### config.mk
export PLATFORM = sky130hd
export DESIGN_NAME = rp_analog_top
export DESIGN_NICKNAME = d
export VERILOG_FILES = /design/src/rp_pkg.sv /design/src/rp_dac_sat.sv /design/src/rp_adc_front.sv /design/src/rp_mavg.sv /design/src/rp_dac_out.sv /design/src/rp_analog_top.sv
export SDC_FILE = /design/constraint.sdc
export NUM_CORES = 1
export LEC_CHECK = 0
export BUFFER_PORTS_ARGS = -buffer_cell sky130_fd_sc_hd__buf_4
export CORE_MARGIN = 5
export CORE_UTILIZATION = 52
export DETAILED_ROUTE_END_ITERATION = 8
export PLACE_DENSITY = 0.7
export SYNTH_ARGS = -nofsm -noshare
export SYNTH_HDL_FRONTEND = slang
export SYNTH_SLANG_ARGS = --single-unit
### constraint.sdc
create_clock -name adc_clk -period 6.48 [get_ports adc_clk]
set_clock_uncertainty 0.15 [all_clocks]
set_input_delay 0.648 -clock adc_clk [delete_from_list [all_inputs] [get_ports adc_clk]]
set_output_delay 0.648 -clock adc_clk [all_outputs]
set_load 0.01 [all_outputs]
### src/rp_pkg.sv
// Shared widths, moving-average window constants and sample pair types
package rp_pkg;

  ////////////////////////////////////////
  // Widths
  ////////////////////////////////////////

  localparam int ADC_RAW_W    = 16;  // Raw converter word
  localparam int SMP_W        = 14;  // Sample width on both sides
  localparam int ADC_LSB_DROP = 2;   // Low bits reserved for 16-bit parts
  localparam int SUM_W        = 15;  // Generator + controller, before clamp

  ////////////////////////////////////////
  // Moving average on DAC channel A
  ////////////////////////////////////////

  localparam int MAVG_DEPTH = 64;  // Samples in window
  localparam int MAVG_LOG2  = 6;   // Shift that turns sum into mean
  // Running sum needs SMP_W + MAVG_LOG2 bits
  localparam int MAVG_SUM_W = 20;

  ////////////////////////////////////////
  // Sample types
  ////////////////////////////////////////

  // Two's complement sample, used everywhere inside the data path
  typedef logic signed [SMP_W-1:0] sample_t;

  // Negative-slope code as the DAC expects it
  typedef logic [SMP_W-1:0] dac_code_t;

  // Raw converter words, both channels
  typedef struct packed {
    logic [ADC_RAW_W-1:0] ch_a;  // Input 1
    logic [ADC_RAW_W-1:0] ch_b;  // Input 2
  } raw_pair_t;

  // ADC, generator, controller and sum pairs
  typedef struct packed {
    sample_t ch_a;
    sample_t ch_b;
  } smp_pair_t;

  // Words driven to the DAC pins
  typedef struct packed {
    dac_code_t ch_a;  // Filtered generator A
    dac_code_t ch_b;  // Saturated sum B
  } dac_pair_t;

endpackage

### src/rp_dac_sat.sv
// Per-channel generator plus controller sum with 14-bit saturation
`timescale 1ns/1ps

module rp_dac_sat (
  input  rp_pkg::smp_pair_t asg_i,  // Generator samples
  input  rp_pkg::smp_pair_t pid_i,  // Controller samples
  output rp_pkg::smp_pair_t sum_o   // Clamped sums
);

  // Clamp a 15-bit sum into sample range
  function automatic rp_pkg::sample_t sat_fn(input logic [rp_pkg::SUM_W-1:0] sum);
    logic sgn;
    sgn = sum[rp_pkg::SUM_W-1];
    // Two top bits differ means overflow
    if (sum[rp_pkg::SUM_W-1] ^ sum[rp_pkg::SUM_W-2]) begin
      return {sgn, {(rp_pkg::SMP_W-1){~sgn}}};  // +8191 or -8192
    end else begin
      return sum[rp_pkg::SMP_W-1:0];
    end
  endfunction

  ////////////////////////////////////////
  // Sums
  ////////////////////////////////////////

  logic [rp_pkg::SUM_W-1:0] sum_a;
  logic [rp_pkg::SUM_W-1:0] sum_b;

  // One bit of growth, operands sign extended by hand
  assign sum_a = {asg_i.ch_a[rp_pkg::SMP_W-1], asg_i.ch_a}
               + {pid_i.ch_a[rp_pkg::SMP_W-1], pid_i.ch_a};
  assign sum_b = {asg_i.ch_b[rp_pkg::SMP_W-1], asg_i.ch_b}
               + {pid_i.ch_b[rp_pkg::SMP_W-1], pid_i.ch_b};

  ////////////////////////////////////////
  // Saturation
  ////////////////////////////////////////

  assign sum_o.ch_a = sat_fn(sum_a);  // Channel A, loopback only
  assign sum_o.ch_b = sat_fn(sum_b);  // Channel B, DAC and loopback

endmodule

### src/rp_adc_front.sv
// ADC input registers, negative-slope to two's complement conversion, loopback mux
`timescale 1ns/1ps

module rp_adc_front (
  input  logic              adc_clk,         // ADC clock
  input  logic              adc_rstn,        // Sync reset, active low
  input  rp_pkg::raw_pair_t adc_raw_i,       // Raw converter words
  input  rp_pkg::smp_pair_t loop_dat_i,      // Saturated DAC-side sums
  input  logic              digital_loop_i,  // Replace ADC with DAC sums
  output rp_pkg::smp_pair_t adc_o            // Two's complement samples
);

  ////////////////////////////////////////
  // Input registers
  ////////////////////////////////////////

  // Upper 14 bits only
  logic [rp_pkg::SMP_W-1:0] raw_a_q;
  logic [rp_pkg::SMP_W-1:0] raw_b_q;

  always_ff @(posedge adc_clk) begin
    if (!adc_rstn) begin
      raw_a_q <= '0;
      raw_b_q <= '0;
    end else begin
      // Two LSBs dropped, reserved for a 16-bit part
      raw_a_q <= adc_raw_i.ch_a[rp_pkg::ADC_RAW_W-1:rp_pkg::ADC_LSB_DROP];
      raw_b_q <= adc_raw_i.ch_b[rp_pkg::ADC_RAW_W-1:rp_pkg::ADC_LSB_DROP];
    end
  end

  ////////////////////////////////////////
  // Code conversion
  ////////////////////////////////////////

  rp_pkg::smp_pair_t adc_cnv;

  // Negative slope: keep MSB, flip the rest
  assign adc_cnv.ch_a = {raw_a_q[rp_pkg::SMP_W-1], ~raw_a_q[rp_pkg::SMP_W-2:0]};
  assign adc_cnv.ch_b = {raw_b_q[rp_pkg::SMP_W-1], ~raw_b_q[rp_pkg::SMP_W-2:0]};

  ////////////////////////////////////////
  // Digital loopback
  ////////////////////////////////////////

  // Loop path is unregistered, same cycle as the DAC-side sum
  always_comb begin
    if (digital_loop_i) begin
      adc_o = loop_dat_i;  // Both channels replaced
    end else begin
      adc_o = adc_cnv;
    end
  end

endmodule

### src/rp_mavg.sv
// Moving-average window with circular sample store and running sum
`timescale 1ns/1ps

module rp_mavg (
  input  logic                                adc_clk,   // ADC clock
  input  logic                                adc_rstn,  // Sync reset, active low
  input  rp_pkg::sample_t                     smp_i,     // New sample, every cycle
  output logic signed [rp_pkg::MAVG_SUM_W-1:0] sum_o     // Sum of last 64 samples
);

  localparam int EXT_W = rp_pkg::MAVG_SUM_W - rp_pkg::SMP_W;

  ////////////////////////////////////////
  // Window storage
  ////////////////////////////////////////

  rp_pkg::sample_t                win_q [rp_pkg::MAVG_DEPTH];  // Circular store
  logic [rp_pkg::MAVG_LOG2-1:0]   idx_q;                       // Oldest slot
  logic [rp_pkg::MAVG_SUM_W-1:0]  sum_q;

  // Sample leaving the window
  rp_pkg::sample_t old_smp;
  assign old_smp = win_q[idx_q];

  ////////////////////////////////////////
  // Sign extension to sum width
  ////////////////////////////////////////

  logic [rp_pkg::MAVG_SUM_W-1:0] new_ext;
  logic [rp_pkg::MAVG_SUM_W-1:0] old_ext;

  assign new_ext = {{EXT_W{smp_i[rp_pkg::SMP_W-1]}}, smp_i};
  assign old_ext = {{EXT_W{old_smp[rp_pkg::SMP_W-1]}}, old_smp};

  ////////////////////////////////////////
  // Running sum update
  ////////////////////////////////////////

  always_ff @(posedge adc_clk) begin
    if (!adc_rstn) begin
      // Empty window counts as zeros
      for (int k = 0; k < rp_pkg::MAVG_DEPTH; k++) begin
        win_q[k] <= '0;
      end
      idx_q <= '0;
      sum_q <= '0;
    end else begin
      sum_q        <= sum_q + new_ext - old_ext;  // Add newest, drop oldest
      win_q[idx_q] <= smp_i;                      // Overwrite oldest slot
      idx_q        <= idx_q + 1'b1;               // Wraps at depth
    end
  end

  assign sum_o = sum_q;

endmodule

### src/rp_dac_out.sv
// DAC output registers, two's complement to negative-slope conversion, channel A filter
`timescale 1ns/1ps

module rp_dac_out (
  input  logic              adc_clk,    // ADC clock, shared by DAC path
  input  logic              adc_rstn,   // Sync reset, active low
  input  rp_pkg::sample_t   dac_b_i,    // Saturated sum, channel B
  input  rp_pkg::sample_t   avg_src_i,  // Generator channel A, filter input
  output rp_pkg::dac_pair_t dac_o       // DAC codes
);

  // Same rule as the ADC side, applied backwards
  function automatic rp_pkg::dac_code_t dac_cnv(input rp_pkg::sample_t smp);
    return {smp[rp_pkg::SMP_W-1], ~smp[rp_pkg::SMP_W-2:0]};
  endfunction

  ////////////////////////////////////////
  // Channel A filter
  ////////////////////////////////////////

  logic signed [rp_pkg::MAVG_SUM_W-1:0] mavg_sum;

  rp_mavg rp_mavg_i (
    .adc_clk  (adc_clk),
    .adc_rstn (adc_rstn),
    .smp_i    (avg_src_i),
    .sum_o    (mavg_sum)
  );

  // Sum / 64, sign bit kept
  rp_pkg::sample_t avg;
  assign avg = {mavg_sum[rp_pkg::MAVG_SUM_W-1],
                mavg_sum[rp_pkg::MAVG_SUM_W-2:rp_pkg::MAVG_LOG2]};

  ////////////////////////////////////////
  // Output registers
  ////////////////////////////////////////

  rp_pkg::dac_pair_t dac_q;

  always_ff @(posedge adc_clk) begin
    if (!adc_rstn) begin
      // Converted zero on both pins
      dac_q.ch_a <= dac_cnv('0);
      dac_q.ch_b <= dac_cnv('0);
    end else begin
      dac_q.ch_a <= dac_cnv(avg);      // Sum as it stood before this edge
      dac_q.ch_b <= dac_cnv(dac_b_i);  // One cycle after inputs
    end
  end

  assign dac_o = dac_q;

endmodule

### src/rp_analog_top.sv
// Analog data path top level: ADC front end, DAC sum saturation, DAC output stage
`timescale 1ns/1ps

module rp_analog_top (
  // Clock and reset
  input  logic              adc_clk,         // Single clock for whole path
  input  logic              adc_rstn,        // Sync reset, active low
  // ADC
  input  rp_pkg::raw_pair_t adc_raw_i,       // Raw converter words
  output rp_pkg::smp_pair_t adc_o,           // Samples toward scope and PID
  // Generator and controller
  input  rp_pkg::smp_pair_t asg_i,           // Generator samples
  input  rp_pkg::smp_pair_t pid_i,           // Controller samples
  // Configuration
  input  logic              digital_loop_i,  // DAC sums back to ADC side
  // DAC
  output rp_pkg::dac_pair_t dac_o            // Parallel DAC codes
);

  ////////////////////////////////////////
  // Internal wires
  ////////////////////////////////////////

  rp_pkg::smp_pair_t sat_sum;  // Clamped generator + controller

  ////////////////////////////////////////
  // DAC-side sums
  ////////////////////////////////////////

  // Purely combinational, feeds loopback and channel B
  rp_dac_sat rp_dac_sat_i (
    .asg_i (asg_i),
    .pid_i (pid_i),
    .sum_o (sat_sum)
  );

  ////////////////////////////////////////
  // ADC front end
  ////////////////////////////////////////

  rp_adc_front rp_adc_front_i (
    .adc_clk        (adc_clk),
    .adc_rstn       (adc_rstn),
    .adc_raw_i      (adc_raw_i),
    .loop_dat_i     (sat_sum),         // Loopback source
    .digital_loop_i (digital_loop_i),
    .adc_o          (adc_o)
  );

  ////////////////////////////////////////
  // DAC output stage
  ////////////////////////////////////////

  // Channel A shows the filtered generator, not the sum
  rp_dac_out rp_dac_out_i (
    .adc_clk   (adc_clk),
    .adc_rstn  (adc_rstn),
    .dac_b_i   (sat_sum.ch_b),
    .avg_src_i (asg_i.ch_a),
    .dac_o     (dac_o)
  );

endmodule

After elaboration in Yosys (flattened, before gate mapping) --
Memories as Yosys holds them, arrays and structs flattened. A register that Yosys moved wholly into a read port is not among the register bits. Cells that the tools add are included.
Word-level totals: register bits 82, memories kept 1, output and inout bits 56, RAM bits 896
Memory list:
- rp_dac_out_i.rp_mavg_i.win_q | words 64, width 14, read ports 1, clocked after memory_dff 1, wr ports 64, line rp_mavg.sv:17 | rp_pkg::sample_t win_q [rp_pkg::MAVG_DEPTH];
Operators by class: reduce and logical (&&, ||, !) cells 1, mux-type cells 9, bitwise gates (word level) 8, $add $sub $neg 5
Operators by type and width (number):
- $not 13->13 | 4
- $mux 14 | 3
- $add 14x14->15 | 2
- $mux 28 | 1
- $add 20x20->20 | 1
- $sub 20x20->20 | 1
- $reduce_or 14->1 | 1
- $mux 6 | 2
- $add 6x1->6 const B | 1
- $mux 1 | 3
- $not 1->1 | 2
- $xor 1x1->1 | 2

Logic depth before layout (Yosys ltp) --
depth after elaboration 4, gate-level depth with buffers 22, mapped depth without buffers 18

Cells and area by module --
From an unflattened synthesis, not the netlist that was laid out.
Unflattened totals: cell total of the unflattened synthesis 3802, area total of the unflattened synthesis 46119.2 µm²
Modules (own cells, without submodules):
- rp_mavg | cells an instance 3401, times used 1, area each 42582.1 µm²
- rp_dac_sat | cells an instance 224, times used 1, area each 1701.6 µm²
- rp_adc_front | cells an instance 118, times used 1, area each 1118.6 µm²
- rp_dac_out | cells an instance 59, times used 1, area each 716.9 µm²

Worst setup path after synthesis --
OpenSTA, ideal clock, no wires.
path type register to register, start register rp_dac_out_i.rp_mavg_i.idx_q[1] (netlist name), end register rp_dac_out_i.rp_mavg_i.sum_q, in the netlist rp_dac_out_i.rp_mavg_i.sum_o[19], arrival time 4.431 ns, required time 6.202 ns, path buffers 3, library setup time 0.128 ns, path slack 1.771 ns, stages on the path, launching flop included 18, path through dfxtp_1 -> buf_6 -> buf_6 -> buf_6 -> mux4_2 -> a221oi_1 -> o22ai_1 -> or4_1 -> fa_1 -> inv_1 -> ha_1 -> a211oi_1 -> o21bai_1 -> a211o_1 -> a2111oi_0 -> o31ai_1 -> xnor2_1 -> nor2_1
RTL lines:
- to (signal assigned) | line rp_mavg.sv:48 | sum_q <= sum_q + new_ext - old_ext;
- to (decl) | line rp_mavg.sv:19 | logic [rp_pkg::MAVG_SUM_W-1:0] sum_q;

==> run metrics <==
Clk Latency, worst-skew pair around 670 ps; prevailing post-synth register cell edfxtp_1; Remaining Overflow, GRT 0; setup repair bufs after CTS 0; post-synthesis register bit count 978; Final HPWL DP 86000 µm; Post-synth EDFFs roughly 900; vias roughly 35000; Residual DRC 0; WL final ~150000 µm; Die X ~310 µm; Pwr Density 309 nW/µm²; fillers 7023; Core ar. between 80000 and 90000 µm²; worst endpoint required time 6850 ps; Final Setup Violations 0; Clock transition at path regs approximately 60 ps; H-Tree Depth 3; Max clock buf depth 3; area leader, netlist edfxtp_1; total die area 94900 µm²; CTS Root Buffer Type clkbuf_16; FF-to-FF setup slack about 440 ps; CTS sink count just under 1000; IO buf count 142; Pre-Repair DR Iteration Count 7; max_cap viols 0; outcome completed; R2R cell count 19; Hold Crit Endpoint rp_adc_front_i.raw_b_q[1]; placed cell areas ~48000 µm²; Starting Density 0.524; nature of the critical path startpoint flip-flop; fin util 0.585; Async SR Flop Fraction 0; most common cell after layout, fill and taps aside nor3_1; largest net degree at the start of global routing roughly 110; kind of critical path reg -> reg; final hold violation count 0; post-synth cell types between 80 and 90; IO Pins between 100 and 150; FMAX 0.165 GHz; hold buffers post-CTS 0; Tmin final about 6000 ps; nets@finish 3957; initial DRC count around 5300; first-pass GRT wire length roughly 220000 µm; Mapped Nets 3981; Leakage approximately 0.017 µW; GP Congestion approximately 0.94; worst r2r dst rp_dac_out_i.rp_mavg_i.sum_o[19]; post-route ant nets 0; peak supply drop roughly 270 µV; vias in the first global route approximately 33000; initial antenna violation count 2; fin. max-slew vios 0; max_slew headroom 0.165; unrepaired setup endpoints after global routing false; critical path capture point type flip-flop; layout cell share with drive strength beyond 1 0.171; TritonCTS clock tree built; Ant. Diodes 0; Post-Syn Instances around 3800; Syn Std Cell Area around 46000 µm²; commonest cells after routing, fill and taps aside nor3_1 (911), edfxtp_1 (896), buf_4 (318); worst slew pin tran between 1000 and 1500 ps; Area Overhead vs Synth 11.8%; Die Ht approximately 310 µm; min-delay src adc_raw_i[3]; worst path arrival time approximately 6400 ps; Tcrit/Tclk final 0.933; worst hold path class in -> reg; Yosys warning total 0; Hold Crit Depth 2; largest cells by area after synthesis edfxtp_1 (58%), nor3_1 (9.9%), dfxtp_1 (3.6%); Avg WL per Cell slightly below 30 µm; share of the synthesized area in the top cell type 0.582; Seq/Total Area, Yosys 0.618; worst flop-to-flop path startpoint rp_dac_out_i.rp_mavg_i.idx_q[1]; Num CTS Buffers between 100 and 150; Post-Syn Area per Cell about 12 µm²; via/cell ratio 6.86; Final Instance Area 51600 µm²; crit-path max FO 34; Resized cells post-CTS 0; Core Rows between 100 and 150; GRT Overall Usage 0.304; Setup TNS 0 ps
power breakdown:
part	internal, µW	leakage [µW]	switching, µW
Clock	3220	0.00157	2430
Sequential	7190	0.00995	120
Combinational	1110	0.00587	1900
Total	11500	0.0174	4440
kinds of logic after synthesis:
kind of cell,after synthesis,synth area share
and+or+nand+nor,1278,0.137
DFF,978,0.618
AOI/OAI and AO/OA,712,0.106
buffers and inverters,539,0.0488
muxes,205,0.0607
adders and majority gates,72,0.0229
xor gates and xnor gates,35,0.00664
per-stage QoR:
step | power (µW) | instances | worst slack, ps | hold slack, ps
after CTS | 15900 | 5040 | 511 | 17.9
final | 16000 | 5040 | 436 | 35.0
after global placement | 10300 | 4857 | 469 | 213
after floorplan | 9340 | 3819 | 1770 | 208
after detailed placement | 10400 | 4857 | 534 | 216
after global routing | 16500 | 5040 | 325 | 31.9
sequential cells by signal, summed over array words and instances, names as in the netlist:
signal,cells
rp_dac_out_i.rp_mavg_i.sum_o,20
rp_dac_out_i.rp_mavg_i.idx_q,6
rp_dac_out_i.rp_mavg_i.win_q,896
rp_adc_front_i.raw_b_q,14
rp_adc_front_i.raw_a_q,14
rp_dac_out_i.dac_o,28
cell usage after synthesis, types with 81 or more instances:
master    count
nor2_1      139
a221oi_1    100
nand2_1      83
inv_1        83
a22oi_1     104
o21ai_0     116
a21oi_1     141
mux2i_1      81
clkbuf_1    338
edfxtp_1    896
dfxtp_1      82
nor3_1      913
per-layer routing:
layer | GRT usage | wire length, µm
met5 | 0 | 0
met4 | 0.130 | 7550
met3 | 0.0847 | 20600
met2 | 0.464 | 66700
met1 | 0.414 | 53400
how the worst max path moves through the flow:
stage	slack (ps)	to	cells past startpoint	start
after floorplan	1770	rp_dac_out_i.rp_mavg_i.sum_o[19]	17	rp_dac_out_i.rp_mavg_i.idx_q[1]
after global placement	470	rp_dac_out_i.rp_mavg_i.sum_o[19]	16	rp_dac_out_i.rp_mavg_i.idx_q[1]
after detailed placement	530	rp_dac_out_i.rp_mavg_i.sum_o[19]	16	rp_dac_out_i.rp_mavg_i.idx_q[1]
after CTS	510	rp_dac_out_i.rp_mavg_i.sum_o[19]	16	rp_dac_out_i.rp_mavg_i.idx_q[1]
after global routing	320	rp_dac_out_i.rp_mavg_i.sum_o[19]	19	rp_dac_out_i.rp_mavg_i.idx_q[1]
final	440	rp_dac_out_i.rp_mavg_i.sum_o[19]	19	rp_dac_out_i.rp_mavg_i.idx_q[1]
critical path: stages (launching register included):
cell,delay [ps]
dfxtp_4,860
nand2b_1,440
nor2_2,960
buf_4,320
a22oi_1,100
nand4_1,100
nand2_1,50
o21ai_0,70
or4_1,250
fa_1,440
inv_1,100
ha_1,240
a211oi_1,310
o21bai_1,170
a211o_1,360
a2111oi_0,470
buf_4,210
o31ai_1,80
xnor2_1,140
nor2_1,50
cell type report:
| cell class | instances | area [µm²] | area share |
|---|---|---|---|
| Sequential cell | 978 | 28600 | 0.553 |
| Clock inverter | 50 | 410 | 0.00795 |
| Clock buffer | 133 | 2760 | 0.0534 |
| Multi-Input combinational cell | 2302 | 15600 | 0.301 |
| Inverter | 84 | 315 | 0.00611 |
| Timing Repair Buffer | 328 | 2590 | 0.0501 |
| Tap cell | 1165 | 1460 | 0.0282 |
Note: power is estimated with default switching activity, not from simulation.
